**config.mk**
```make
export PLATFORM = sky130hd
export DESIGN_NAME = lsu_bus_fsm_flat
export DESIGN_NICKNAME = d
export VERILOG_FILES = /design/src/source/lsu_pkg.sv /design/src/source/lsu_stage_if.sv /design/src/source/lsu_bus_fsm.sv /design/src/flat_wrapper.sv
export VERILOG_INCLUDE_DIRS = /design/src /design/src/source
export SDC_FILE = /design/constraint.sdc
export NUM_CORES = 1
export LEC_CHECK = 0
export ABC_AREA = 1
export BUFFER_PORTS_ARGS = -buffer_cell sky130_fd_sc_hd__buf_2
export CORE_UTILIZATION = 28
export CTS_BUF_LIST = sky130_fd_sc_hd__clkbuf_2
export CTS_CLUSTER_SIZE = 16
export DETAILED_ROUTE_END_ITERATION = 10
export GPL_ROUTABILITY_DRIVEN = 0
export HOLD_SLACK_MARGIN = 0.03
export PLACE_DENSITY = 0.63
export SYNTH_ARGS = -nofsm -noshare
export SYNTH_HDL_FRONTEND = slang
export SYNTH_SLANG_ARGS = --single-unit
```
**constraint.sdc**
```tcl
create_clock -name clk_i -period 4.5 [get_ports clk_i]
set_input_delay 1.35 -clock clk_i [delete_from_list [all_inputs] [get_ports clk_i]]
set_output_delay 1.35 -clock clk_i [all_outputs]
set_load 0.005 [all_outputs]
```
**src/source/lsu_cfg.svh**
```systemverilog
//////////////////////////////////////////////////
// LSU build constants. Byte lane logic assumes 4 lanes of 8 bits
// The RAM window base must be aligned to the window size
//////////////////////////////////////////////////

`ifndef LSU_CFG_SVH
`define LSU_CFG_SVH

// Datapath
`define LSU_WORD_W    32              // Data and address width
`define LSU_BYTES     4               // Byte lanes per word

// Local data RAM window, inclusive byte addresses
`define LSU_RAM_BASE  32'h0000_0000
`define LSU_RAM_LIMIT 32'h0000_03FF
`define LSU_RAM_WORDS 256             // Must cover LIMIT - BASE + 1 bytes

`endif

```
**src/source/lsu_pkg.sv**
```systemverilog
//////////////////////////////////////////////////
// Shared LSU types. Size encoding matches the decoder
// of the pipeline: 0 byte, 2 word, 3 halfword
//////////////////////////////////////////////////

`include "lsu_cfg.svh"

package lsu_pkg;

    // Data or address word
    typedef logic [`LSU_WORD_W-1:0] word_t;

    // Lane enable, bit 3 is lane 0 (bits 31:24, big-endian)
    typedef logic [`LSU_BYTES-1:0] byte_en_t;

    // Access size as decoded in X
    typedef enum logic [1:0] {
        SIZE_BYTE  = 2'd0,
        SIZE_WORD  = 2'd2,
        SIZE_HWORD = 2'd3
    } access_size_e;

    // Data bus master state
    typedef enum logic [1:0] {
        BUS_IDLE,                         // No cycle on the bus
        BUS_STORE,                        // Write cycle, waiting for ack/err
        BUS_LOAD                          // Read cycle, waiting for ack/err
    } bus_state_e;

endpackage

```
**src/source/lsu_stage_if.sv**
```systemverilog
//////////////////////////////////////////////////
// M-stage access attributes, levels only.
// Values change on edges with stall_m low
//////////////////////////////////////////////////

interface lsu_stage_if;
    import lsu_pkg::*;

    access_size_e size_m;                 // Size of access in M
    logic         sign_extend_m;          // Load sign extends
    byte_en_t     byte_en_m;              // Lane enables
    word_t        store_data_m;           // Store data, already lane steered
    logic         ram_sel_m;              // Access hits local RAM window
    logic         bus_sel_m;              // Access goes out on data bus

    // Steering stage owns the X/M register
    modport steer (output size_m, sign_extend_m, byte_en_m, store_data_m,
                   ram_sel_m, bus_sel_m);

    // Bus master and local RAM consume the store side
    modport bus   (input byte_en_m, store_data_m, ram_sel_m, bus_sel_m);
    modport ram   (input byte_en_m, store_data_m);

    // Load alignment needs the load side
    modport align (input size_m, sign_extend_m, bus_sel_m);

endinterface

```
**src/source/lsu_bus_fsm.sv**
```systemverilog
//////////////////////////////////////////////////
// Single-beat Wishbone data master, no bursts, no retry.
// Err ends a cycle like ack. A busy bus is not
// back-pressured here: the pipeline must stall stores
//////////////////////////////////////////////////

`include "lsu_cfg.svh"

module lsu_bus_fsm (
    input  logic              clk_i,
    input  logic              reset_i,
    input  logic              stall_x_i,
    input  logic              stall_m_i,
    input  logic              kill_m_i,
    input  logic              load_q_x_i,
    input  logic              load_q_m_i,
    input  logic              store_q_m_i,
    input  logic              bus_sel_x_i,       // X access is off-chip
    input  lsu_pkg::word_t    address_m_i,
    input  logic              d_ack_i,
    input  logic              d_err_i,
    input  lsu_pkg::word_t    d_dat_i,
    lsu_stage_if.bus          stage,
    output lsu_pkg::word_t    bus_data_m_o,      // Read data for M
    output lsu_pkg::word_t    d_dat_o,
    output lsu_pkg::word_t    d_adr_o,
    output lsu_pkg::byte_en_t d_sel_o,
    output logic              d_cyc_o,
    output logic              d_stb_o,
    output logic              d_we_o,
    output logic              stall_wb_load_o
);
    import lsu_pkg::*;

    bus_state_e state_q;
    logic       load_done_q;                     // Read returned for access in M
    logic       launch_store;
    logic       launch_load;
    logic       bus_done;

    // Strobe tracks cycle, single beat only
    assign d_cyc_o  = (state_q != BUS_IDLE);
    assign d_stb_o  = d_cyc_o;
    assign d_we_o   = (state_q == BUS_STORE);
    assign bus_done = d_cyc_o && (d_ack_i || d_err_i);

    // Store goes out as it leaves M
    assign launch_store = (state_q == BUS_IDLE) && store_q_m_i && !stall_m_i
                          && !stage.ram_sel_m;
    // Load waits in M, pipeline held by stall_wb_load_o
    assign launch_load  = (state_q == BUS_IDLE) && !launch_store && load_q_m_i
                          && stage.bus_sel_m && !load_done_q;

    //////////////////////////////////////////////////
    // Control state
    //////////////////////////////////////////////////

    always_ff @(posedge clk_i)
    begin
        if (reset_i)
        begin
            state_q         <= BUS_IDLE;
            load_done_q     <= 1'b0;
            stall_wb_load_o <= 1'b0;
        end
        else
        begin
            case (state_q)
                BUS_IDLE:
                begin
                    if (launch_store)
                        state_q <= BUS_STORE;
                    else if (launch_load)
                        state_q <= BUS_LOAD;
                end
                default:                         // Wait for slave
                begin
                    if (bus_done)
                        state_q <= BUS_IDLE;
                end
            endcase
            if (bus_done && (state_q == BUS_LOAD))
                load_done_q <= 1'b1;             // Stores never set it
            if (!stall_m_i)
                load_done_q <= 1'b0;             // Access moved on
            if (bus_done && (state_q == BUS_LOAD))
                stall_wb_load_o <= 1'b0;         // Data is in, release
            if (load_q_x_i && bus_sel_x_i && !stall_x_i)
                stall_wb_load_o <= 1'b1;         // Bus load entering M
            if (kill_m_i)
                stall_wb_load_o <= 1'b0;         // Killed load, drop request
        end
    end

    // Bus payload, held for the whole cycle
    always_ff @(posedge clk_i)
    begin
        if (launch_store || launch_load)
        begin
            d_adr_o <= address_m_i;
            d_sel_o <= stage.byte_en_m;
            d_dat_o <= stage.store_data_m;       // Don't care on reads
        end
        if (bus_done && (state_q == BUS_LOAD))
            bus_data_m_o <= d_dat_i;
    end

endmodule

```
**src/flat_wrapper.sv**
```systemverilog
// flat-port wrapper written by rule: the top's interface ports become plain ports
module lsu_bus_fsm_flat import lsu_pkg::*;
  (clk_i, reset_i, stall_x_i, stall_m_i, kill_m_i, load_q_x_i, load_q_m_i, store_q_m_i, bus_sel_x_i, address_m_i, d_ack_i, d_err_i, d_dat_i, bus_data_m_o, d_dat_o, d_adr_o, d_sel_o, d_cyc_o, d_stb_o, d_we_o, stall_wb_load_o, stage_byte_en_m, stage_store_data_m, stage_ram_sel_m, stage_bus_sel_m);
  lsu_stage_if stage_i ();
  input  logic clk_i;
  input  logic reset_i;
  input  logic stall_x_i;
  input  logic stall_m_i;
  input  logic kill_m_i;
  input  logic load_q_x_i;
  input  logic load_q_m_i;
  input  logic store_q_m_i;
  input  logic bus_sel_x_i;
  input  lsu_pkg::word_t address_m_i;
  input  logic d_ack_i;
  input  logic d_err_i;
  input  lsu_pkg::word_t d_dat_i;
  output lsu_pkg::word_t bus_data_m_o;
  output lsu_pkg::word_t d_dat_o;
  output lsu_pkg::word_t d_adr_o;
  output lsu_pkg::byte_en_t d_sel_o;
  output logic d_cyc_o;
  output logic d_stb_o;
  output logic d_we_o;
  output logic stall_wb_load_o;
  input wire logic [$bits(stage_i.byte_en_m)-1:0] stage_byte_en_m;
  input wire logic [$bits(stage_i.store_data_m)-1:0] stage_store_data_m;
  input wire logic [$bits(stage_i.ram_sel_m)-1:0] stage_ram_sel_m;
  input wire logic [$bits(stage_i.bus_sel_m)-1:0] stage_bus_sel_m;
  assign stage_i.byte_en_m = stage_byte_en_m;
  assign stage_i.store_data_m = stage_store_data_m;
  assign stage_i.ram_sel_m = stage_ram_sel_m;
  assign stage_i.bus_sel_m = stage_bus_sel_m;
  lsu_bus_fsm u_core (.clk_i(clk_i), .reset_i(reset_i), .stall_x_i(stall_x_i), .stall_m_i(stall_m_i), .kill_m_i(kill_m_i), .load_q_x_i(load_q_x_i), .load_q_m_i(load_q_m_i), .store_q_m_i(store_q_m_i), .bus_sel_x_i(bus_sel_x_i), .address_m_i(address_m_i), .d_ack_i(d_ack_i), .d_err_i(d_err_i), .d_dat_i(d_dat_i), .stage(stage_i), .bus_data_m_o(bus_data_m_o), .d_dat_o(d_dat_o), .d_adr_o(d_adr_o), .d_sel_o(d_sel_o), .d_cyc_o(d_cyc_o), .d_stb_o(d_stb_o), .d_we_o(d_we_o), .stall_wb_load_o(stall_wb_load_o));
endmodule
```
==> impl_metrics.csv <==
group,metric,value,unit
detailed_routing,via_count,2074,
floorplanning,die_x,109,µm
clock_tree,htreeDepth,3,
logic_synthesis,synthDominantCellAreaShare,0.930,
clock_tree,clock-sinks,104,
detailed_routing,drc_errors,0,
detailed_routing,routedWlPerCell,14.7,µm
detailed_routing,firstDrtPassIters,4,
floorplanning,start_util,0.293,
worst_setup_path,crit_required,3.15,ns
detailed_routing,final_antenna_net_count,0,
logic_synthesis,synth-simple-area-share,0.0260,
timing,fin_skew,0.0295,ns
global_routing,antenna_found_initial,0,
global_routing,track_usage,0.121,
logic_synthesis,syn_inst,134,
clock_tree,cts_tree,"yes",
timing,fin_crit,2.69,ns
clock_tree,clockBufferDepth,2,
cells_and_area,mostFrequentLayoutCell,"buf_2",
timing,fin_crit_sh,0.597,
worst_setup_path,worst-setup-path-type,"reg2out",
timing,maxSlewViolCount,0,
worst_setup_path,cp.arrival,1.34,ns
logic_synthesis,synth_xor_area_frac,0,
logic_synthesis,ys_top_cells_by_area,"edfxtp_1 (93%), dfxtp_1 (2.5%), nand2_1 (0.81%)",
clock_tree,clk_latency,0.51,ns
detailed_routing,routed_wl,7440,µm
logic_synthesis,synth_compound_area_frac,0.00853,
place,hpwlAfterDp,5850,µm
timing,finalSetupViolations,0,
timing,timing.final.ws_setup,1.81,ns
global_routing,overflow,0,
logic_synthesis,muxShareOfSynthArea,0,
pwr,power_density,379,nW/µm²
clock_tree,postCtsSetupBuffers,0,
clock_tree,cts_resized,0,
timing,tightest_slew,1.17,ns
worst_setup_path,rrSetupSlack,2.55,ns
pwr,power_leakage,1.97,nW
timing,rsz0062_at_grt,"false",
place,placed_area,4490,µm²
logic_synthesis,synth-seq-cells,104,
logic_synthesis,yosysWarningCount,0,
logic_synthesis,synth_flop_cell,"edfxtp_1",
clock_tree,cts_hold_buf,0,
logic_synthesis,yosys.cell_types.count,14,
timing,tns,0,ns
global_routing,grt_max_degree,49,
global_routing,grt_pass1_wl,10300,µm
cells_and_area,area_delta_synth_final,43.1,%
logic_synthesis,synth_nets,247,
floorplanning,design.die.area,12000,µm²
floorplanning,core_region_area,11000,µm²
outcome,outcome,"finished, final reports clean",
floorplanning,ioPinCount,217,
clock_tree,clock-root-buffer,"clkbuf_2",
pwr,max-vdd-ir-drop,0.166,mV
floorplanning,placementRows,38,
global_routing,grt_pass1_vias,2168,
worst_setup_path,cp_max_fo,4,
cells_and_area,final_net_count,475,
cells_and_area,final_cell_area,4620,µm²
clock_tree,numCtsBuffers,9,
floorplanning,die_h,109,µm
detailed_routing,drt-initial-drc-count,59,
timing,hold_violations,0,
logic_synthesis,async_flop_share,0,
timing,slew-limit-headroom,0.216,
clock_tree,clkSlewWorstSetupHoldPaths,0.25,ns
job,maxCapViolCount,0,
logic_synthesis,yosysSeqAreaShare,0.955,
cells_and_area,num_antenna_cells,0,
cells_and_area,nFillCells,1039,
worst_setup_path,critPathCaptureType,"primary output",
logic_synthesis,yosysTopAreaCell,"edfxtp_1",
logic_synthesis,synth.avg_cell_area,24.1,µm²
worst_setup_path,crit_path_start_kind,"flip-flop",
logic_synthesis,synth_edf_count,100,
worst_hold_path,hp-class,"reg2reg",
timing,fmax,372,MHz
cells_and_area,drive_gt1_frac,0.647,
logic_synthesis,synth_area,3230,µm²
detailed_routing,via_per_inst,4.11,
logic_synthesis,yosys.area_share.adder,0,
cells_and_area,final_core_util,0.419,
pwr,power,1.75,mW
place,dp_slack,1.52,ns
logic_synthesis,synth_top_family_by_area,"simple AND/OR/NAND/NOR gates",
cells_and_area,mostFrequentLayoutCells,"buf_2 (216), edfxtp_1 (100), clkbuf_2 (9)",
place,portBuffers,216,
-- layer usage --
metal	up-vias	part of all wire	routed length, µm	track usage
met3	11	0.13	988	0.0522
met5	-	0	0	0
li1	965	-	-	-
met2	147	0.49	3670	0.211
met1	951	0.36	2660	0.125
met4	0	0.015	111	0.0543
-- metrics by stage --
stage	hold WS [ns]	instances
finish	0.512	505
global route	0.532	505
CTS	0.512	505
detailed placement	0.484	491
global placement	0.478	491
floorplan	0.445	134
-- critical path, stage by stage (launching register included) --
cell and delay [ns]:
dfxtp_1 0.40, nor2_2 0.19, inv_1 0.09, buf_2 0.13
-- synth_stat cells, drive strengths merged (3+ instances only) --
library cell	number
edfxtp	100
a21oi	3
inv	6
nand2	7
nor2	5
dfxtp	4
nand3	3
-- cells by family after synthesis --
logic type	count (synthesis)
and+or+nand+nor	18
buffers and inverters	8
DFF	104
AOI/OAI and AO/OA	4
-- state kept, by name, indices dropped and copies added (netlist names) --
signal and cells:
u_core.stall_wb_load_o 1, u_core.d_sel_o 4, u_core.d_dat_o 32, u_core.state_q 2, u_core.d_adr_o 32, u_core.load_done_q 1
u_core.bus_data_m_o 32
-- area by class of cell --
type / instances / area (µm²) / area share
repair buffers: 218 / 1100 / 0.237
multi-input cells: 22 / 114 / 0.0246
flip-flops and latches: 104 / 3080 / 0.667
clock inverters: 5 / 81.3 / 0.0176
well taps: 140 / 175 / 0.0379
inverters: 7 / 26.3 / 0.00569
clock buffers: 9 / 45.0 / 0.00975
-- worst paths after layout --
path	start	end	cells after the start
hold / removal	u_core.load_done_q	u_core.load_done_q	2
setup / recovery	u_core.state_q[1]	d_cyc_o	3
hold reg to reg	u_core.load_done_q	u_core.load_done_q	2
setup reg to reg	u_core.state_q[1]	u_core.bus_data_m_o[12]	4
-- power breakdown --
part,switching [mW],leakage [nW],internal [mW]
clock,0.286,0.0742,0.179
sequential,0.0138,0.963,1.13
combinational,0.0753,0.934,0.0713
total,0.376,1.97,1.38
(Power assumes the default switching activity.)
