--- src/source/lsu_cfg.svh ---
//////////////////////////////////////////////////
// LSU build constants. Byte lane logic assumes 4 lanes of 8 bits
// The RAM window base must be aligned to the window size
//////////////////////////////////////////////////

`ifndef LSU_CFG_SVH
`define LSU_CFG_SVH

// Datapath
`define LSU_WORD_W    32              // Data and address width
`define LSU_BYTES     4               // Byte lanes per word

// Local data RAM window, inclusive byte addresses
`define LSU_RAM_BASE  32'h0000_0000
`define LSU_RAM_LIMIT 32'h0000_03FF
`define LSU_RAM_WORDS 256             // Must cover LIMIT - BASE + 1 bytes

`endif

--- src/source/lsu_pkg.sv ---
//////////////////////////////////////////////////
// Shared LSU types. Size encoding matches the decoder
// of the pipeline: 0 byte, 2 word, 3 halfword
//////////////////////////////////////////////////

`include "lsu_cfg.svh"

package lsu_pkg;

    // Data or address word
    typedef logic [`LSU_WORD_W-1:0] word_t;

    // Lane enable, bit 3 is lane 0 (bits 31:24, big-endian)
    typedef logic [`LSU_BYTES-1:0] byte_en_t;

    // Access size as decoded in X
    typedef enum logic [1:0] {
        SIZE_BYTE  = 2'd0,
        SIZE_WORD  = 2'd2,
        SIZE_HWORD = 2'd3
    } access_size_e;

    // Data bus master state
    typedef enum logic [1:0] {
        BUS_IDLE,                         // No cycle on the bus
        BUS_STORE,                        // Write cycle, waiting for ack/err
        BUS_LOAD                          // Read cycle, waiting for ack/err
    } bus_state_e;

endpackage

--- src/source/lsu_stage_if.sv ---
//////////////////////////////////////////////////
// M-stage access attributes, levels only.
// Values change on edges with stall_m low
//////////////////////////////////////////////////

interface lsu_stage_if;
    import lsu_pkg::*;

    access_size_e size_m;                 // Size of access in M
    logic         sign_extend_m;          // Load sign extends
    byte_en_t     byte_en_m;              // Lane enables
    word_t        store_data_m;           // Store data, already lane steered
    logic         ram_sel_m;              // Access hits local RAM window
    logic         bus_sel_m;              // Access goes out on data bus

    // Steering stage owns the X/M register
    modport steer (output size_m, sign_extend_m, byte_en_m, store_data_m,
                   ram_sel_m, bus_sel_m);

    // Bus master and local RAM consume the store side
    modport bus   (input byte_en_m, store_data_m, ram_sel_m, bus_sel_m);
    modport ram   (input byte_en_m, store_data_m);

    // Load alignment needs the load side
    modport align (input size_m, sign_extend_m, bus_sel_m);

endinterface

--- src/source/lsu_lane_steer.sv ---
//////////////////////////////////////////////////
// X stage store steering, byte enables and decode.
// Misaligned sizes are not trapped here
//////////////////////////////////////////////////

`include "lsu_cfg.svh"

module lsu_lane_steer (
    input  logic                  clk_i,
    input  logic                  reset_i,
    input  logic                  stall_m_i,
    input  lsu_pkg::access_size_e size_x_i,
    input  logic                  sign_extend_x_i,
    input  lsu_pkg::word_t        address_x_i,
    input  lsu_pkg::word_t        store_operand_x_i,
    output logic                  bus_sel_x_o,      // To stall request logic
    lsu_stage_if.steer            stage
);
    import lsu_pkg::*;

    word_t    store_data_x;
    byte_en_t byte_en_x;
    logic     ram_sel_x;

    // Replicate operand so every lane carries it
    always_comb
    begin
        case (size_x_i)
            SIZE_BYTE:  store_data_x = {4{store_operand_x_i[7:0]}};
            SIZE_HWORD: store_data_x = {2{store_operand_x_i[15:0]}};
            default:    store_data_x = store_operand_x_i;   // Word
        endcase
    end

    // Big-endian lanes, address 0 is bit 3
    always_comb
    begin
        case (size_x_i)
            SIZE_BYTE:
            begin
                case (address_x_i[1:0])
                    2'b00:   byte_en_x = 4'b1000;
                    2'b01:   byte_en_x = 4'b0100;
                    2'b10:   byte_en_x = 4'b0010;
                    default: byte_en_x = 4'b0001;
                endcase
            end
            SIZE_HWORD: byte_en_x = address_x_i[1] ? 4'b0011 : 4'b1100;
            SIZE_WORD:  byte_en_x = 4'b1111;
            default:    byte_en_x = '0;             // Unused encoding
        endcase
    end

    // Inside the window goes to RAM, everything else to the bus
    assign ram_sel_x   = (address_x_i >= `LSU_RAM_BASE) && (address_x_i <= `LSU_RAM_LIMIT);
    assign bus_sel_x_o = !ram_sel_x;

    //////////////////////////////////////////////////
    // X/M register
    //////////////////////////////////////////////////

    always_ff @(posedge clk_i)
    begin
        if (reset_i)
        begin
            stage.size_m        <= SIZE_BYTE;
            stage.sign_extend_m <= 1'b0;
            stage.byte_en_m     <= '0;
            stage.ram_sel_m     <= 1'b0;
            stage.bus_sel_m     <= 1'b0;
        end
        else if (!stall_m_i)
        begin
            stage.size_m        <= size_x_i;
            stage.sign_extend_m <= sign_extend_x_i;
            stage.byte_en_m     <= byte_en_x;
            stage.ram_sel_m     <= ram_sel_x;
            stage.bus_sel_m     <= bus_sel_x_o;
        end
    end

    // Store payload
    always_ff @(posedge clk_i)
    begin
        if (!stall_m_i)
            stage.store_data_m <= store_data_x;
    end

endmodule

--- src/flat_wrapper.sv ---
// flat-port wrapper written by rule: the top's interface ports become plain ports
module lsu_lane_steer_flat import lsu_pkg::*;
  (clk_i, reset_i, stall_m_i, size_x_i, sign_extend_x_i, address_x_i, store_operand_x_i, bus_sel_x_o, stage_size_m, stage_sign_extend_m, stage_byte_en_m, stage_store_data_m, stage_ram_sel_m, stage_bus_sel_m);
  lsu_stage_if stage_i ();
  input  logic clk_i;
  input  logic reset_i;
  input  logic stall_m_i;
  input  lsu_pkg::access_size_e size_x_i;
  input  logic sign_extend_x_i;
  input  lsu_pkg::word_t address_x_i;
  input  lsu_pkg::word_t store_operand_x_i;
  output logic bus_sel_x_o;
  output wire logic [$bits(stage_i.size_m)-1:0] stage_size_m;
  output wire logic [$bits(stage_i.sign_extend_m)-1:0] stage_sign_extend_m;
  output wire logic [$bits(stage_i.byte_en_m)-1:0] stage_byte_en_m;
  output wire logic [$bits(stage_i.store_data_m)-1:0] stage_store_data_m;
  output wire logic [$bits(stage_i.ram_sel_m)-1:0] stage_ram_sel_m;
  output wire logic [$bits(stage_i.bus_sel_m)-1:0] stage_bus_sel_m;
  assign stage_size_m = stage_i.size_m;
  assign stage_sign_extend_m = stage_i.sign_extend_m;
  assign stage_byte_en_m = stage_i.byte_en_m;
  assign stage_store_data_m = stage_i.store_data_m;
  assign stage_ram_sel_m = stage_i.ram_sel_m;
  assign stage_bus_sel_m = stage_i.bus_sel_m;
  lsu_lane_steer u_core (.clk_i(clk_i), .reset_i(reset_i), .stall_m_i(stall_m_i), .size_x_i(size_x_i), .sign_extend_x_i(sign_extend_x_i), .address_x_i(address_x_i), .store_operand_x_i(store_operand_x_i), .bus_sel_x_o(bus_sel_x_o), .stage(stage_i));
endmodule
--- config.mk ---
export PLATFORM = sky130hd
export DESIGN_NAME = lsu_lane_steer_flat
export DESIGN_NICKNAME = d
export VERILOG_FILES = /design/src/source/lsu_pkg.sv /design/src/source/lsu_stage_if.sv /design/src/source/lsu_lane_steer.sv /design/src/flat_wrapper.sv
export VERILOG_INCLUDE_DIRS = /design/src /design/src/source
export SDC_FILE = /design/constraint.sdc
export NUM_CORES = 1
export LEC_CHECK = 0
export ABC_CLOCK_PERIOD_IN_PS = 3550
export BUFFER_PORTS_ARGS = -buffer_cell sky130_fd_sc_hd__buf_2
export CAP_MARGIN = 0
export CORE_ASPECT_RATIO = 1.25
export CORE_MARGIN = 4
export CORE_UTILIZATION = 46
export CTS_CLUSTER_DIAMETER = 60
export DETAILED_ROUTE_END_ITERATION = 10
export GPL_TIMING_DRIVEN = 0
export PLACE_DENSITY = 0.95
export SYNTH_ARGS = -nofsm -noshare
export SYNTH_HDL_FRONTEND = slang
export SYNTH_SLANG_ARGS = --single-unit
--- constraint.sdc ---
create_clock -name clk_i -period 3.55 [get_ports clk_i]
set_clock_uncertainty 0.1 [all_clocks]
set_input_delay 0.71 -clock clk_i [delete_from_list [all_inputs] [get_ports clk_i]]
set_output_delay 0.71 -clock clk_i [all_outputs]
set_load 0.005 [all_outputs]
==> results of run 1 <==
placed cells by master, fill, tap and decap left out, drive strengths merged, types with 4 or more instances in the layout:
cell | Yosys | layout
buf | 5 | 108
edfxtp | 32 | 32
nand2 | 25 | 25
o21ai | 19 | 19
dfxtp | 9 | 9
clkbuf | 4 | 9
a22oi | 8 | 8
a22o | 8 | 8
inv | 7 | 7
nor2 | 7 | 7
nor4 | 5 | 5
ha | 4 | 4
critical path, delay by kind of cell:
family                 cells  cell delay, ns
buffers and inverters      2            0.22
AND/OR/NAND/NOR            3            0.71
final timing paths:
path	startpoint	end	slack [ns]	cells after the start
worst min-delay path	u_core.stage.byte_en_m[1]$_SDFFE_PP0N_	u_core.stage.byte_en_m[1]$_SDFFE_PP0N_	0.37	2
worst max register to register	u_core.stage.byte_en_m[3]$_SDFFE_PP0N_	u_core.stage.byte_en_m[3]$_SDFFE_PP0N_	2.68	2
worst min register to register	u_core.stage.byte_en_m[1]$_SDFFE_PP0N_	u_core.stage.byte_en_m[1]$_SDFFE_PP0N_	0.37	2
worst max-delay path	address_x_i[20]	bus_sel_x_o	1.10	5
routing by layer:
layer	part of all wire (%)	up-vias
met4	2.8	0
met1	32	770
li1	-	783
met3	13	15
met5	0	-
met2	52	145
flip-flops by register name, indices dropped and copies added (netlist names):
register	flops
u_core.stage.bus_sel_m	1
u_core.stage.size_m	2
u_core.stage.byte_en_m	4
u_core.stage.store_data_m	32
u_core.stage.ram_sel_m	1
u_core.stage.sign_extend_m	1
stage by stage:
stage	hold slack (ns)	utilization (%)	setup WS [ns]
floorplan	0.367	-	1.39
global placement	0.361	63.3	1.11
detailed placement	0.356	63.3	1.09
CTS	0.368	66.2	1.08
global route	0.380	66.2	1.02
finish	0.367	66.2	1.10
report_power, final:
| group | internal (mW) | switching [mW] | leakage [nW] |
|---|---|---|---|
| sequential | 0.569 | 0.0127 | 0.385 |
| combinational | 0.0843 | 0.101 | 0.705 |
| clock | 0.207 | 0.162 | 0.0518 |
kinds of logic (layout without fill, tap and decap cells):
kind of cell | count (synthesis) | in the layout | synth area share [%]
buffers and inverters | 16 | 127 | 3.69
multiplexers | 3 | 3 | 1.64
flip-flops | 41 | 41 | 62.3
AND/OR/NAND/NOR | 46 | 46 | 13.0
AO/OA/AOI/OAI | 43 | 43 | 16.7
adder cells (fa/ha/maj) | 4 | 4 | 2.73
cell type report:
class                      count  area [µm²]
timing repair buffer         103         515
tap                           54        67.6
buffer                         9        41.3
fill                         319        1290
clock buffer                   5        68.8
clock inverter                 3        41.3
inverter                       7        26.3
multi-input combinational     96         623
sequential                    41        1140
cell usage after synthesis, types with 2 or more instances:
library cell / n
buf_2: 3
edfxtp_1: 32
o21ai_0: 16
nor2_1: 6
mux2i_1: 3
a22o_1: 8
a22oi_1: 8
inv_1: 7
nor4_2: 4
a21oi_1: 2
or2_1: 2
a221oi_2: 2
nand2_1: 25
clkbuf_1: 4
ha_1: 4
dfxtp_1: 9
o21ai_1: 3
==> flow_summary_export.csv, run 1 <==
group,metric,value,unit
die,rows,25,
global_route,grtUsageMet2,37.7,%
yosys,synth.distinct_cells,32,
detailed_routing,post-route-drc-count,0,
detailed_routing,wl,5080,µm
power_and_ir_drop,ir_worst_vdd,0.284,mV
cells_and_area,drive_above_1_share,46.6,%
placement,io_buffers,103,
yosys,syn-instance-count,153,
detailed_routing,final_antenna_net_count,0,
die,die_w,64.4,µm
global_route,antenna_found_initial,0,
power_and_ir_drop,p_per_area,450,nW/µm²
power_and_ir_drop,power_leakage,1.14,nW
cells_and_area,stdcell_count,318,
global_route,grt_first_pass_wirelength,7820,µm
global_route,top_usage_layer,"met2",
cts,cts_tree,"yes",
global_route,grt_use_met3,6.44,%
cts,cts_buffer_depth,2,
critical_path,crit_type,"in2out",
yosys,async_flop_share,0,%
placement,dp_cells,310,
global_route,grt_overflow,0,
cts,clk_pin_slew,0.08,ns
placement,dp_hpwl,3870,µm
detailed_routing,routedWlPerCell,16.0,µm
sta,maxSlewHeadroom,15.9,%
global_route,grtUsageMet1,19.8,%
cells_and_area,n_antenna_cell,0,
sta,finalSetupTns,0,ns
placement,place_area,2410,µm²
yosys,yosys_warnings,0,
power_and_ir_drop,power,1.14,mW
sta,finalSetupViolations,0,
critical_path,path_cells,"buf_2 -> nor4_2 -> nand4_1 -> or2_1 -> buf_2",
detailed_routing,drt_iter0_drc,154,
critical_path,cp_max_fo,3,
global_route,track_usage,20.2,%
die,dieArea,5060,µm²
yosys,synthTopCellsByArea,"edfxtp_1, dfxtp_1, nand2_1",
detailed_routing,viasPerCell,5.39,
cts,root_buffer,"clkbuf_8",
yosys,synth_top_area_share,52.5,%
critical_path,max_stage_delay,0.27,ns
sta,max_slew.worst_pin.slew,1.26,ns
cts,post_cts_buffers,0,
cts,insertion_delay,0.29,ns
die,io-pin-count,112,
cts,cts_num_sinks,41,
die,initial_core_util,48.0,%
global_route,grt_pass1_vias,1750,
cells_and_area,finish.instance_area,2520,µm²
placement,gp_congestion,0.755,
yosys,yosysTopAreaCell,"edfxtp_1",
yosys,synth_flop_cell,"edfxtp_1",
yosys,syn_nets,227,
yosys,mappedNetlistArea,1830,µm²
sta,post-route-min-period,2.45,ns
sta,hold_viol,0,
yosys,synth_edf_count,32,
cells_and_area,nNetsFinal,337,
critical_path,slowest_stage,"nor4_2",
die,die_y,78.6,µm
cells_and_area,area_growth,37.8,%
yosys,synth-seq-cells,41,
run_status,outcome,"completed",
yosys,ys_seq_area_share,62.3,%
detailed_routing,firstDrtPassIters,4,
critical_path,startpoint_type,"primary input",
critical_path,critPathCaptureType,"output port",
min_path,hold_class,"reg2reg",
cts,ctsHtreeMaxLevel,2,
detailed_routing,num_vias,1713,
sta,max_freq,408,MHz
global_route,grt_max_degree,36,
sta,rsz0062_at_grt,"false",
job,drv_cap,0,
critical_path,critPathMostFrequentCell,"buf_2",
sta,period_share,69.1,%
cts,hold_buffers,0,
yosys,avgSynthCellArea,12.0,µm²
cts,cts_repair_resize_count,0,
cts,cts_buffers,5,
critical_path,worstPathArrival,1.64,ns
die,core,3820,µm²
sta,maxSlewViolCount,0,
critical_path,worstPathRequired,2.74,ns
(Power assumes the default switching activity.)
==> run 2: changes to the inputs <==
- ABC_CLOCK_PERIOD_IN_PS: 3550 -> 2110
- CORE_UTILIZATION: 46 -> 38
- PLACE_DENSITY: 0.95 -> 0.86
- clock period: 3.55 -> 2.11 ns (I/O delays scaled with it)
==> run 2 against run 1 <==
Compared with the run above: global-route usage down 4.8 points; register-to-register slack worse by 1.4 ns; non-clock buffer count unchanged; largest cell class unchanged; utilization fell by 12 points; flip-flop and latch count unchanged; die area up 19%; critical endpoint unchanged; count of clock-buffer cells in the layout unchanged; critical path type unchanged; cell count grew 1.6%; highest routed layer unchanged.
==> flow_summary_export.csv, run 2 (synthesized netlist as in run 1, its figures left out) <==
group,metric,value,unit
cts,insertion_delay,0.28,ns
cells_and_area,final_cell_mix,"buf_2, edfxtp_1, nand2_1",
power_and_ir_drop,p_int,1.44,mW
detailed_routing,drt_iter0_drc,120,
power_and_ir_drop,p_sw_share,23.4,%
cells_and_area,nNetsFinal,337,
detailed_routing,post-route-drc-count,0,
detailed_routing,wl,4740,µm
sta,finalSetupTns,0,ns
cts,root_buffer,"clkbuf_8",
cts,cts_num_sinks,41,
cells_and_area,fillers,444,
detailed_routing,viasPerCell,5.10,
cells_and_area,area_growth,37.9,%
die,dieArea,6000,µm²
detailed_routing,met1_length,1670,µm
cells_and_area,stdcell_count,323,
power_and_ir_drop,clkPwrFrac,32.1,%
cells_and_area,final_common_cell,"buf_2",
cts,clk_pin_slew,0.08,ns
critical_path,worstPathArrival,1.38,ns
sta,max_slew.worst_pin.slew,1.33,ns
sta,max_freq,526,MHz
cells_and_area,largest_reg_flops,32,
sta,post-route-min-period,1.90,ns
cells_and_area,regMostFlops,"u_core.stage.store_data_m",
sta,maxSlewViolCount,0,
power_and_ir_drop,power_leakage,1.14,nW
global_route,antenna_found_initial,0,
power_and_ir_drop,p_per_area,746,nW/µm²
cts,post_cts_buffers,0,
run_status,outcome,"completed",
power_and_ir_drop,p_switching,0.442,mW
critical_path,worstPathRequired,1.59,ns
critical_path,cp_max_fo,3,
sta,maxSlewHeadroom,11.4,%
sta,hold_viol,0,
die,die_y,85.6,µm
cells_and_area,top_regs,"u_core.stage.store_data_m x32, u_core.stage.byte_en_m x4, u_core.stage.size_m x2",
detailed_routing,wl_met2,2520,µm
sta,hold_slack,0.258,ns
die,rows,28,
power_and_ir_drop,p_comb_share,16.1,%
global_route,grt_pass1_vias,1630,
cells_and_area,ff_latch_area,1140,µm²
die,io-pin-count,112,
detailed_routing,wl_met3,506,µm
power_and_ir_drop,power,1.88,mW
die,die_w,70.1,µm
cts,cts_tree,"yes",
critical_path,startpoint_type,"primary input",
critical_path,critPathCaptureType,"output port",
cts,cts_buffer_depth,2,
cts,cts_repair_resize_count,0,
placement,gp_congestion,0.671,
placement,dp_cells,316,
global_route,grt_max_degree,36,
cells_and_area,drive_above_1_share,46.8,%
power_and_ir_drop,ir_worst_vdd,0.438,mV
cts,hold_buffers,0,
die,initial_core_util,39.0,%
detailed_routing,firstDrtPassIters,5,
cts,ctsHtreeMaxLevel,2,
min_path,hold_class,"in2reg",
global_route,grt_first_pass_wirelength,7310,µm
cells_and_area,n_antenna_cell,0,
detailed_routing,final_antenna_net_count,0,
global_route,track_usage,15.4,%
sta,rsz0062_at_grt,"false",
critical_path,crit_type,"in2out",
sta,finalSetupViolations,0,
global_route,grt_overflow,0,
detailed_routing,dr.max_layer_used,"met4",
detailed_routing,num_vias,1648,
sta,period_share,90.1,%
job,drv_cap,0,
power_and_ir_drop,pwr-share-seq,51.7,%
cts,cts_buffers,5,
placement,io_buffers,103,
die,core,4690,µm²
cells_and_area,multi_input_area,623,µm²
detailed_routing,routedWlPerCell,14.7,µm
placement,dp_hpwl,3580,µm
## run 2: stage by stage
stage / instance area, µm² / utilization (%) / setup WS (ns)
after detailed placement: 2420 / 51.6 / -0.0319
after CTS: 2530 / 53.8 / 0.207
after global placement: 2420 / 51.6 / 0.0228
final: 2530 / 53.8 / 0.208
after global routing: 2530 / 53.8 / 0.121
after floorplan: 1830 / - / 0.407
## run 2: final timing paths
check | from | endpoint | slack, ns | cells after the start
max | address_x_i[15] | bus_sel_x_o | 0.21 | 5
min | store_operand_x_i[2] | u_core.stage.store_data_m[2]$_DFFE_PN_ | 0.26 | 1
max reg2reg | u_core.stage.bus_sel_m$_SDFFE_PP0N_ | u_core.stage.bus_sel_m$_SDFFE_PP0N_ | 1.31 | 3
min reg2reg | u_core.stage.byte_en_m[3]$_SDFFE_PP0N_ | u_core.stage.byte_en_m[3]$_SDFFE_PP0N_ | 0.37 | 2
## run 2: worst max-delay path, cell delays in order
cell,delay [ns]
buf_2,0.10
nor4_2,0.28
nand4_1,0.20
or2_1,0.25
buf_2,0.12
## run 2: power groups by stage
| stage | Combinational [mW] | Clock, mW | Sequential (mW) |
|---|---|---|---|
| 4_1_cts | 0.307 | 0.618 | 0.976 |
| 3_5_place_dp | 0.306 | 0 | 0.994 |
| 2_1_floorplan | 0.118 | 0 | 1.01 |
| 5_1_grt | 0.339 | 0.644 | 0.983 |
| 3_3_place_gp | 0.298 | 0 | 0.991 |
| 6_report | 0.304 | 0.605 | 0.975 |
## run 2: layout make-up
class                           instances  share of cell area [%]
Buffer                                  9                    1.63
Tap cell                               60                    2.97
Inverter                                7                    1.04
Clock inverter                          2                    1.39
Sequential cell                        41                    45.2
Timing Repair Buffer                  103                    20.4
Multi-Input combinational cell         96                    24.7
Clock buffer                            5                    2.72
## run 2: metal layers
| layer | track usage, % | vias up |
|---|---|---|
| li1 | - | 778 |
| met1 | 15.7 | 772 |
| met2 | 29.8 | 92 |
| met3 | 5.39 | 6 |
| met4 | 3.66 | 0 |
| met5 | 0 | - |
