<file path="src/source/lsu_cfg.svh">
//////////////////////////////////////////////////
// LSU build constants. Byte lane logic assumes 4 lanes of 8 bits
// The RAM window base must be aligned to the window size
//////////////////////////////////////////////////

`ifndef LSU_CFG_SVH
`define LSU_CFG_SVH

// Datapath
`define LSU_WORD_W    32              // Data and address width
`define LSU_BYTES     4               // Byte lanes per word

// Local data RAM window, inclusive byte addresses
`define LSU_RAM_BASE  32'h0000_0000
`define LSU_RAM_LIMIT 32'h0000_03FF
`define LSU_RAM_WORDS 256             // Must cover LIMIT - BASE + 1 bytes

`endif

</file>
<file path="src/source/lsu_pkg.sv">
//////////////////////////////////////////////////
// Shared LSU types. Size encoding matches the decoder
// of the pipeline: 0 byte, 2 word, 3 halfword
//////////////////////////////////////////////////

`include "lsu_cfg.svh"

package lsu_pkg;

    // Data or address word
    typedef logic [`LSU_WORD_W-1:0] word_t;

    // Lane enable, bit 3 is lane 0 (bits 31:24, big-endian)
    typedef logic [`LSU_BYTES-1:0] byte_en_t;

    // Access size as decoded in X
    typedef enum logic [1:0] {
        SIZE_BYTE  = 2'd0,
        SIZE_WORD  = 2'd2,
        SIZE_HWORD = 2'd3
    } access_size_e;

    // Data bus master state
    typedef enum logic [1:0] {
        BUS_IDLE,                         // No cycle on the bus
        BUS_STORE,                        // Write cycle, waiting for ack/err
        BUS_LOAD                          // Read cycle, waiting for ack/err
    } bus_state_e;

endpackage

</file>
<file path="src/source/lsu_stage_if.sv">
//////////////////////////////////////////////////
// M-stage access attributes, levels only.
// Values change on edges with stall_m low
//////////////////////////////////////////////////

interface lsu_stage_if;
    import lsu_pkg::*;

    access_size_e size_m;                 // Size of access in M
    logic         sign_extend_m;          // Load sign extends
    byte_en_t     byte_en_m;              // Lane enables
    word_t        store_data_m;           // Store data, already lane steered
    logic         ram_sel_m;              // Access hits local RAM window
    logic         bus_sel_m;              // Access goes out on data bus

    // Steering stage owns the X/M register
    modport steer (output size_m, sign_extend_m, byte_en_m, store_data_m,
                   ram_sel_m, bus_sel_m);

    // Bus master and local RAM consume the store side
    modport bus   (input byte_en_m, store_data_m, ram_sel_m, bus_sel_m);
    modport ram   (input byte_en_m, store_data_m);

    // Load alignment needs the load side
    modport align (input size_m, sign_extend_m, bus_sel_m);

endinterface

</file>
<file path="src/source/lsu_load_align.sv">
//////////////////////////////////////////////////
// M source select, M/W register and load extraction.
// Result is valid one cycle after the load leaves M
//////////////////////////////////////////////////

`include "lsu_cfg.svh"

module lsu_load_align (
    input  logic           clk_i,
    input  logic           reset_i,
    input  logic [1:0]     address_w_i,        // Low address bits in W
    input  lsu_pkg::word_t ram_data_m_i,
    input  lsu_pkg::word_t bus_data_m_i,
    lsu_stage_if.align     stage,
    output lsu_pkg::word_t load_data_o
);
    import lsu_pkg::*;

    access_size_e size_w;
    logic         sign_extend_w;
    word_t        data_w;
    logic [7:0]   byte_w;
    logic [15:0]  half_w;

    // M/W control, loaded every cycle
    always_ff @(posedge clk_i)
    begin
        if (reset_i)
        begin
            size_w        <= SIZE_BYTE;
            sign_extend_w <= 1'b0;
        end
        else
        begin
            size_w        <= stage.size_m;
            sign_extend_w <= stage.sign_extend_m;
        end
    end

    // Word from whichever source served M
    always_ff @(posedge clk_i)
        data_w <= stage.bus_sel_m ? bus_data_m_i : ram_data_m_i;

    // Address 0 is the top byte
    always_comb
    begin
        case (address_w_i)
            2'b00:   byte_w = data_w[31:24];
            2'b01:   byte_w = data_w[23:16];
            2'b10:   byte_w = data_w[15:8];
            default: byte_w = data_w[7:0];
        endcase
        half_w = address_w_i[1] ? data_w[15:0] : data_w[31:16];
        case (size_w)
            SIZE_BYTE:  load_data_o = {{24{sign_extend_w & byte_w[7]}}, byte_w};
            SIZE_HWORD: load_data_o = {{16{sign_extend_w & half_w[15]}}, half_w};
            default:    load_data_o = data_w;           // Word passes through
        endcase
    end

endmodule

</file>
<file path="src/flat_wrapper.sv">
// flat-port wrapper written by rule: the top's interface ports become plain ports
module lsu_load_align_flat import lsu_pkg::*;
  (clk_i, reset_i, address_w_i, ram_data_m_i, bus_data_m_i, load_data_o, stage_size_m, stage_sign_extend_m, stage_bus_sel_m);
  lsu_stage_if stage_i ();
  input  logic clk_i;
  input  logic reset_i;
  input  logic [1:0] address_w_i;
  input  lsu_pkg::word_t ram_data_m_i;
  input  lsu_pkg::word_t bus_data_m_i;
  output lsu_pkg::word_t load_data_o;
  input wire logic [$bits(stage_i.size_m)-1:0] stage_size_m;
  input wire logic [$bits(stage_i.sign_extend_m)-1:0] stage_sign_extend_m;
  input wire logic [$bits(stage_i.bus_sel_m)-1:0] stage_bus_sel_m;
  assign stage_i.size_m = stage_size_m;
  assign stage_i.sign_extend_m = stage_sign_extend_m;
  assign stage_i.bus_sel_m = stage_bus_sel_m;
  lsu_load_align u_core (.clk_i(clk_i), .reset_i(reset_i), .address_w_i(address_w_i), .ram_data_m_i(ram_data_m_i), .bus_data_m_i(bus_data_m_i), .stage(stage_i), .load_data_o(load_data_o));
endmodule
</file>
<file path="config.mk">
export PLATFORM = sky130hd
export DESIGN_NAME = lsu_load_align_flat
export DESIGN_NICKNAME = d
export VERILOG_FILES = /design/src/source/lsu_pkg.sv /design/src/source/lsu_stage_if.sv /design/src/source/lsu_load_align.sv /design/src/flat_wrapper.sv
export VERILOG_INCLUDE_DIRS = /design/src /design/src/source
export SDC_FILE = /design/constraint.sdc
export NUM_CORES = 1
export LEC_CHECK = 0
export BUFFER_PORTS_ARGS = -buffer_cell sky130_fd_sc_hd__buf_2
export CAP_MARGIN = 20
export CORE_MARGIN = 5
export CORE_UTILIZATION = 45
export CTS_BUF_LIST = sky130_fd_sc_hd__clkbuf_16
export CTS_CLUSTER_DIAMETER = 30
export DETAILED_ROUTE_END_ITERATION = 7
export GPL_ROUTABILITY_DRIVEN = 0
export PLACE_DENSITY = 0.93
export SYNTH_ARGS = -nofsm -noshare
export SYNTH_HDL_FRONTEND = slang
export SYNTH_SLANG_ARGS = --single-unit
</file>
<file path="constraint.sdc">
create_clock -name clk_i -period 5.6 [get_ports clk_i]
set_input_delay 1.68 -clock clk_i [delete_from_list [all_inputs] [get_ports clk_i]]
set_output_delay 1.68 -clock clk_i [all_outputs]
set_load 0.01 [all_outputs]
</file>
==> flow_summary.ini, run 1 <==
[logic_synthesis]
synth-seq-area-share_pct = 38.7
ys_types = 20
dominantRegCellSynth = dfxtp_1
async_flop_share_pct = 0
synth_edf_count = 0
synth_cells = 189
syn_area_um2 = 1810
synth_area_per_cell_um2 = 9.59
syn-num-nets = 263
synth_seq_cells = 35
yosysWarnings = 0

[floorplan]
die-area_um2 = 5390
rows = 23
core_area_um2 = 3940
start_util_pct = 46.0
die_w_um = 73.5
ios = 104
die_h_um = 73.5

[global_route]
track_usage_pct = 19.5
grt-ovfl-total = 0
grt_pass1_vias = 1822
antenna_found_initial = 0
grt_max_degree = 33
grt_pass1_wl_um = 8090

[timing]
setup-tns-final_ns = 0
min_period_ns = 4.92
min_period_over_period_pct = 87.8
rsz0062_at_grt = no
worst_pin_slew_ns = 0.681
slew_violations = 0
finalHoldWorstSlack_ns = 1.59
hold_viol_final = 0
fmax_mhz = 203
maxSlewHeadroom_pct = 54.6
setup_violations = 0

[critical_path]
start_kind = primary input
worstPathCellList = buf_2 -> mux2_2 -> a32oi_4 -> nand3_1 -> buf_2
cp_max_fo = 16
crit_top_cell = buf_2
crit_required_ns = 3.92
arrival_ns = 3.24
cp_slowest_stage_delay_ns = 0.52
path_class = in2out
end_kind = output pin
worst_path_max_delay_cell = a32oi_4

[layout]
post-route-util_pct = 62.6
finalNetCount = 361
antenna_cells = 0
layout.cells.non_filler = 338
postLayoutCellArea_um2 = 2470
syn2layout_area_growth_pct = 36.3
drive_gt1_share_pct = 52.4

[detailed_routing]
totalWireLength_um = 5110
wl_per_cell_um = 15.1
antenna_left = 0
vias_per_cell = 5.34
drc = 0
via_count = 1804
first_pass_iters = 6
drt_iter0_markers = 176

[clocking]
cts_tree = built
htree_num_levels = 2
clk_root_buffer_cell = clkbuf_16
hold_buffers = 0
post_cts_resized = 0
postCtsSetupBuffers = 0
clockBufferDepth = 2
cts_buffers = 5
clkSinkCount = 35
clk_pin_slew_worst_paths_ns = 0.05

[job]
maxCapViolCount = 0

[status]
status = finished clean

[place]
dp_cells = 330
placed_cell_area_um2 = 2330
dp_hpwl_um = 4000
port_buffers = 103

[pwr]
comb_power_share_pct = 24.2
p_per_area_nw_per_um2 = 282
pwr-share-clk_pct = 35.5
vdd_drop_max_mv = 0.210
p_switching_mw = 0.185
seqPwrFrac_pct = 40.3
power.leakage_nw = 1.26
p_sw_share_pct = 26.5
internal_power_mw = 0.512

[min_path]
hp-class = in2reg
worstHoldStart = reset_i
hold_end = u_core.size_w[1]
holdPathStages = 2
==> metal layers <==
layer / track usage [%] / vias up / part of all wire, %
met2: 35.6 / 84 / 55
met3: 4.92 / 8 / 8.8
li1: - / 872 / -
met1: 21.8 / 840 / 35
met5: 0 / - / 0
met4: 6.24 / 0 / 1.2
==> layout by cell type, fill, tap and decap left out <==
master / n
buf_2: 103
mux2_2: 38
dfxtp_1: 35
a21oi_1: 18
nand3_1: 18
nand2_1: 17
nor2b_1: 13
inv_1: 12
a32oi_1: 8
o22ai_1: 7
clkbuf_16: 5
mux2_1: 2
ha_1: 2
clkinv_1: 2
buf_4: 2
mux2_4: 1
and3_1: 1
a32oi_2: 1
a21o_1: 1
and4b_1: 1
a32oi_4: 1
==> synthesized netlist by cell type (all sizes together) (2+ instances only) <==
master | n | area, um^2
ha | 2 | 25.0
nand3 | 18 | 90.1
nor2b | 13 | 81.3
o22ai | 7 | 43.8
dfxtp | 35 | 701
inv | 11 | 41.3
a21oi | 18 | 90.1
a32oi | 10 | 114
nand2 | 17 | 63.8
buf | 6 | 42.5
mux2 | 41 | 465
clkbuf | 8 | 30.0
==> worst max-delay path, delay by kind of cell <==
kind                   cells  cell delay, ns
buffers and inverters      2            0.42
AO/OA/AOI/OAI              1            0.52
AND/OR/NAND/NOR            1            0.18
multiplexers               1            0.43
==> sequential cells by signal, indices dropped and copies added, names as in the netlist <==
name and flops:
u_core.sign_extend_w 1, u_core.size_w 2, u_core.data_w 32
==> cells by family (layout without fill, tap and decap cells) <==
family | count (synthesis) | in the layout | share of synthesized area, %
muxes | 41 | 41 | 25.7
buffers and inverters | 25 | 124 | 6.28
and+or+nand+nor | 50 | 50 | 13.9
adders and majority gates | 2 | 2 | 1.38
AOI/OAI and AO/OA | 36 | 36 | 14.1
DFF | 35 | 35 | 38.7
==> power groups by stage <==
stage                     Combinational, mW  Clock [mW]  Sequential, mW
after floorplan                       0.102           0           0.280
after global placement                0.164           0           0.285
after detailed placement              0.168           0           0.285
after CTS                             0.170       0.252           0.280
after global routing                  0.186       0.266           0.282
final                                 0.169       0.248           0.281
==> worst max-delay path by stage <==
stage | from | to | slack (ns) | depth (start not counted)
6_report | address_w_i[1] | load_data_o[20] | 0.68 | 5
5_1_grt | address_w_i[1] | load_data_o[20] | 0.57 | 5
4_1_cts | address_w_i[1] | load_data_o[20] | 0.70 | 5
3_5_place_dp | address_w_i[1] | load_data_o[20] | 0.73 | 5
3_3_place_gp | address_w_i[1] | load_data_o[20] | 0.75 | 5
2_1_floorplan | address_w_i[1] | load_data_o[20] | 1.24 | 5
==> area by class of cell <==
| class | instances | area [um^2] |
|---|---|---|
| Timing Repair Buffer | 105 | 531 |
| Tap cell | 50 | 62.6 |
| Fill cell | 334 | 1470 |
| Sequential cell | 35 | 701 |
| Clock inverter | 3 | 11.3 |
| Multi-Input combinational cell | 129 | 997 |
| Clock buffer | 5 | 125 |
| Inverter | 11 | 41.3 |
==> per-stage QoR <==
stage | setup slack (ns) | power, mW
6_report | 0.683 | 0.697
3_5_place_dp | 0.729 | 0.453
4_1_cts | 0.697 | 0.701
5_1_grt | 0.566 | 0.733
2_1_floorplan | 1.24 | 0.383
3_3_place_gp | 0.748 | 0.448
(Power assumes the default switching activity.)
==> run 2: changes to the inputs <==
Settings changed: ABC_AREA from default to 1, PLACE_DENSITY 0.93 to 0.92.
==> run 2 against run 1 <==
Cell count rose by 20%. Wire length up 1.3%. Utilization rose by 0.54 points. Via count rose by 7.4%. Flip-flop and latch count unchanged. Largest power group unchanged. Sequential power barely moved. Fmax rose by 3.1%. Count of clock-buffer cells in the layout is the same. Synthesized cell count grew 35%.
==> flow_summary.ini, run 2 <==
[logic_synthesis]
syn-num-nets = 330
synth_seq_cells = 35
syn_area_um2 = 1910
async_flop_share_pct = 0
yosysWarnings = 0
dominantRegCellSynth = dfxtp_1
synth.most_common_cell = nand2_1
synth_area_per_cell_um2 = 7.44
ys_top_cells_by_area = dfxtp_1 (37%), mux2_2 (18%), nand2_1 (15%)
synth_cells = 256
synth_edf_count = 0
synth-seq-area-share_pct = 36.8
ys_types = 21
ys_top_cells_by_count = nand2_1 (77), dfxtp_1 (35), mux2_2 (30), nor2_1 (28), inv_1 (23)
synth_top_area_share_pct = 36.8
synth_top_cell_by_area = dfxtp_1

[detailed_routing]
antenna_left = 0
totalWireLength_um = 5180
first_pass_iters = 4
vias_per_cell = 4.76
drt_iter0_markers = 142
drc = 0
via_count = 1938
wl_per_cell_um = 12.7

[pwr]
p_sw_share_pct = 27.5
vdd_drop_max_mv = 0.227
p_switching_mw = 0.192
pwr-share-clk_pct = 35.7
comb_power_share_pct = 24.2
seqPwrFrac_pct = 40.2
p_per_area_nw_per_um2 = 273
power.leakage_nw = 1.45
internal_power_mw = 0.507

[critical_path]
worst_path_max_delay_cell = o21bai_4
crit_top_cell = nand2_1
worstPathCellList = buf_2 -> inv_2 -> nand2_1 -> nand2_1 -> nand2_1 -> nand2_2 -> o21bai_4 -> nand2_1 -> buf_2
path_class = in2out
start_kind = primary input
crit_required_ns = 3.92
end_kind = output pin
arrival_ns = 3.09
cp_max_fo = 17
cp_slowest_stage_delay_ns = 0.42

[timing]
worst_pin_slew_ns = 0.699
maxSlewHeadroom_pct = 53.4
slew_violations = 0
fin_ws_ns = 0.830
min_period_ns = 4.77
rsz0062_at_grt = no
hold_viol_final = 0
fmax_mhz = 210
setup_violations = 0
min_period_over_period_pct = 85.2
setup-tns-final_ns = 0
finalHoldWorstSlack_ns = 1.59

[global_route]
use_met1_pct = 20.9
grt_pass1_vias = 1942
grtUsageMet2_pct = 33.2
grt_max_degree = 33
antenna_found_initial = 0
grt_use_met3_pct = 5.47
track_usage_pct = 18.8
grt-busiest-layer = met2
grt-ovfl-total = 0
grt_pass1_wl_um = 8110

[clocking]
cts_tree = built
clockBufferDepth = 2
cts_buffers = 5
clk_root_buffer_cell = clkbuf_16
htree_num_levels = 2
postCtsSetupBuffers = 0
clk_pin_slew_worst_paths_ns = 0.05
post_cts_resized = 0
clkSinkCount = 35
hold_buffers = 0

[layout]
finalNetCount = 430
fillers = 355
drive_gt1_share_pct = 44.5
top_register = u_core.data_w
final_common_cell = buf_2
final_cell_mix = buf_2 (103), nand2_1 (77), dfxtp_1 (35)
largest_reg_flops = 32
antenna_cells = 0
largest_registers = u_core.data_w x32, u_core.size_w x2, u_core.sign_extend_w x1
postLayoutCellArea_um2 = 2560
layout.cells.non_filler = 407
syn2layout_area_growth_pct = 34.5

[floorplan]
die-area_um2 = 5640
core_area_um2 = 4060
die_h_um = 75.1
ios = 104
start_util_pct = 47.0
rows = 23
die_w_um = 75.1

[place]
post-place-ws_ns = 0.865
port_buffers = 103
dp_cells = 399
placed_cell_area_um2 = 2430
dp_hpwl_um = 4170

[job]
maxCapViolCount = 0

[min_path]
hp-class = in2reg
worstHoldStart = reset_i
holdPathStages = 2
hold_end = u_core.size_w[0]

[status]
status = finished clean
==> run 2: per-layer routing <==
| metal | vias to the layer above | share of wire, % |
|---|---|---|
| met5 | - | 0 |
| met4 | 0 | 1.9 |
| met3 | 10 | 8.5 |
| met2 | 82 | 52 |
| met1 | 850 | 38 |
| li1 | 996 | - |
==> run 2: critical path: cells and delay by family <==
kind	cells	cell delay, ns
AO/OA/AOI/OAI	1	0.42
buffers and inverters	3	0.56
AND/OR/NAND/NOR	5	0.40
==> run 2: layout make-up <==
cell class	count	area, um^2	share of cell area, %
multi-input combinational	184	1040	40.7
sequential	35	701	27.3
timing repair buffer	104	523	20.4
clock buffer	5	125	4.88
inverter	26	97.6	3.81
tap	50	62.6	2.44
clock inverter	3	11.3	0.439
==> run 2: worst max path at each step <==
stage,slack (ns),depth (start not counted),from,to
global placement,0.94,9,address_w_i[1],load_data_o[16]
finish,0.83,9,address_w_i[1],load_data_o[16]
floorplan,1.46,8,address_w_i[1],load_data_o[20]
detailed placement,0.87,9,address_w_i[1],load_data_o[18]
global route,0.67,9,address_w_i[1],load_data_o[29]
CTS,0.86,9,address_w_i[1],load_data_o[18]
==> run 2: logic make-up (layout without fill, tap and decap cells) <==
family / Yosys count / after routing / share of synthesized area [%]
muxes: 32 / 32 / 18.9
AOI/OAI and AO/OA: 21 / 21 / 6.43
buffers and inverters: 37 / 138 / 8.54
DFF: 35 / 35 / 36.8
and+or+nand+nor: 129 / 129 / 28.0
adders and majority gates: 2 / 2 / 1.31
==> run 2: through the flow <==
step / total power [mW] / util (%)
floorplan: 0.386 / -
global placement: 0.450 / 59.8
detailed placement: 0.455 / 59.8
CTS: 0.706 / 63.2
global route: 0.738 / 63.2
finish: 0.699 / 63.2
==> run 2: power by group through the flow <==
stage / Clock, mW / Combinational (mW) / Sequential (mW)
global route: 0.267 / 0.189 / 0.282
finish: 0.249 / 0.169 / 0.281
CTS: 0.255 / 0.171 / 0.280
detailed placement: 0 / 0.170 / 0.285
floorplan: 0 / 0.105 / 0.281
global placement: 0 / 0.166 / 0.284
==> run 3: changes to the inputs <==
Settings changed: BUFFER_PORTS_ARGS -buffer_cell sky130_fd_sc_hd__buf_2 to default, DONT_BUFFER_PORTS from default to 1, PLACE_DENSITY 0.92 to 0.71, SETUP_SLACK_MARGIN from default to 0.3.
==> run 3 against run 2 <==
Cell count fell by 26%. Combinational power fell by 31%. Die area did not move. Wire length fell by 11%. Utilization fell by 13 points. Count of clock-buffer cells in the layout did not move. Hold slack got worse by 0.12 ns.
==> flow_summary.ini, run 3 (synthesized netlist as in run 2, its figures left out) <==
[global_route]
grt_max_degree = 33
track_usage_pct = 16.4
grt_pass1_vias = 1590
antenna_found_initial = 0
grt-ovfl-total = 0
grt_pass1_wl_um = 6900

[clocking]
clockBufferDepth = 2
clkSinkCount = 35
htree_num_levels = 2
clk_root_buffer_cell = clkbuf_16
cts_tree = built
postCtsSetupBuffers = 0
hold_buffers = 0
clk_pin_slew_worst_paths_ns = 0.05
cts_buffers = 5
post_cts_resized = 0

[critical_path]
cp_max_fo = 17
start_kind = primary input
end_kind = output pin
crit_required_ns = 3.92
arrival_ns = 2.67
path_class = in2out

[timing]
finalHoldWorstSlack_ns = 1.47
min_period_ns = 4.35
fin_ws_ns = 1.25
hold_viol_final = 0
worst_pin_slew_ns = 0.493
rsz0062_at_grt = no
setup_violations = 0
slew_violations = 0
setup-tns-final_ns = 0
min_period_over_period_pct = 77.6
fmax_mhz = 230
maxSlewHeadroom_pct = 66.9

[min_path]
hp-class = in2reg
worstHoldStart = reset_i
holdPathStages = 1
hold_end = u_core.size_w[1]

[pwr]
vdd_drop_max_mv = 0.184
power.leakage_nw = 1.02
power_mw = 0.646
p_per_area_nw_per_um2 = 316

[layout]
antenna_cells = 0
largest_reg_flops = 32
layout.cells.non_filler = 303
fillers = 413
postLayoutCellArea_um2 = 2040
final_cell_mix = nand2_1 (77), dfxtp_1 (35), mux2_2 (30)
drive_gt1_share_pct = 22.5
largest_registers = u_core.data_w x32, u_core.size_w x2, u_core.sign_extend_w x1
finalNetCount = 327
post-route-util_pct = 50.4
seq_area_um2 = 701
final_common_cell = nand2_1
multi_input_area_um2 = 1040
top_register = u_core.data_w
syn2layout_area_growth_pct = 7.29

[floorplan]
core_area_um2 = 4060
ios = 104
rows = 23
die-area_um2 = 5640
die_w_um = 75.1
start_util_pct = 47.0
die_h_um = 75.1

[detailed_routing]
wl_per_cell_um = 15.1
totalWireLength_um = 4580
first_pass_iters = 4
vias_per_cell = 5.10
via_count = 1545
antenna_left = 0
drt_iter0_markers = 96
drc = 0

[place]
post-place-ws_ns = 1.23
dp_cells = 296
dp_hpwl_um = 3640
port_buffers = 0
placed_cell_area_um2 = 1910

[job]
maxCapViolCount = 0

[status]
status = finished clean
## run 3: cell count changes in the layout (fill, tap and decap cells not counted)
cell / before / now
inv_1: 24 / 23
clkinv_2: 0 / 1
buf_2: 103 / 0
clkinv_1: 3 / 2
## run 3: worst max-delay path, stage by stage
cell and delay, ns:
inv_2 0.09, nand2_1 0.08, nand2_1 0.06, nand2_1 0.07, nand2_2 0.09, o21bai_4 0.40
nand2_1 0.19
## run 3: metal layers
| metal | vias to the layer above | global-route usage [%] | part of all wire [%] |
|---|---|---|---|
| met5 | - | 0 | 0 |
| met1 | 675 | 19.6 | 42 |
| met3 | 12 | 6.94 | 8.5 |
| met2 | 63 | 25.6 | 47 |
| li1 | 795 | - | - |
| met4 | 0 | 7.11 | 2.3 |
## run 3: worst max-delay path by stage
| stage | from | slack [ns] | depth (start not counted) | end |
|---|---|---|---|---|
| after floorplan | address_w_i[1] | 1.46 | 8 | load_data_o[20] |
| final | address_w_i[1] | 1.25 | 7 | load_data_o[29] |
| after global routing | address_w_i[1] | 1.13 | 7 | load_data_o[16] |
| after global placement | address_w_i[1] | 1.26 | 7 | load_data_o[16] |
| after CTS | address_w_i[1] | 1.23 | 7 | load_data_o[16] |
| after detailed placement | address_w_i[1] | 1.23 | 7 | load_data_o[16] |
## run 3: power breakdown
| part | internal, mW | leakage, nW | switching, mW | total (mW) |
|---|---|---|---|---|
| combinational | 0.0429 | 0.657 | 0.0741 | 0.117 |
| clock | 0.159 | 0.0671 | 0.0896 | 0.249 |
| sequential | 0.269 | 0.295 | 0.0104 | 0.280 |
| total | 0.472 | 1.02 | 0.174 | 0.646 |
## run 3: area by class of cell
type | count | share of cell area (%)
multi-input combinational | 184 | 51.0
sequential | 35 | 34.3
clock buffer | 5 | 6.12
inverter | 26 | 4.77
tap | 50 | 3.06
clock inverter | 2 | 0.428
timing repair buffer | 1 | 0.367
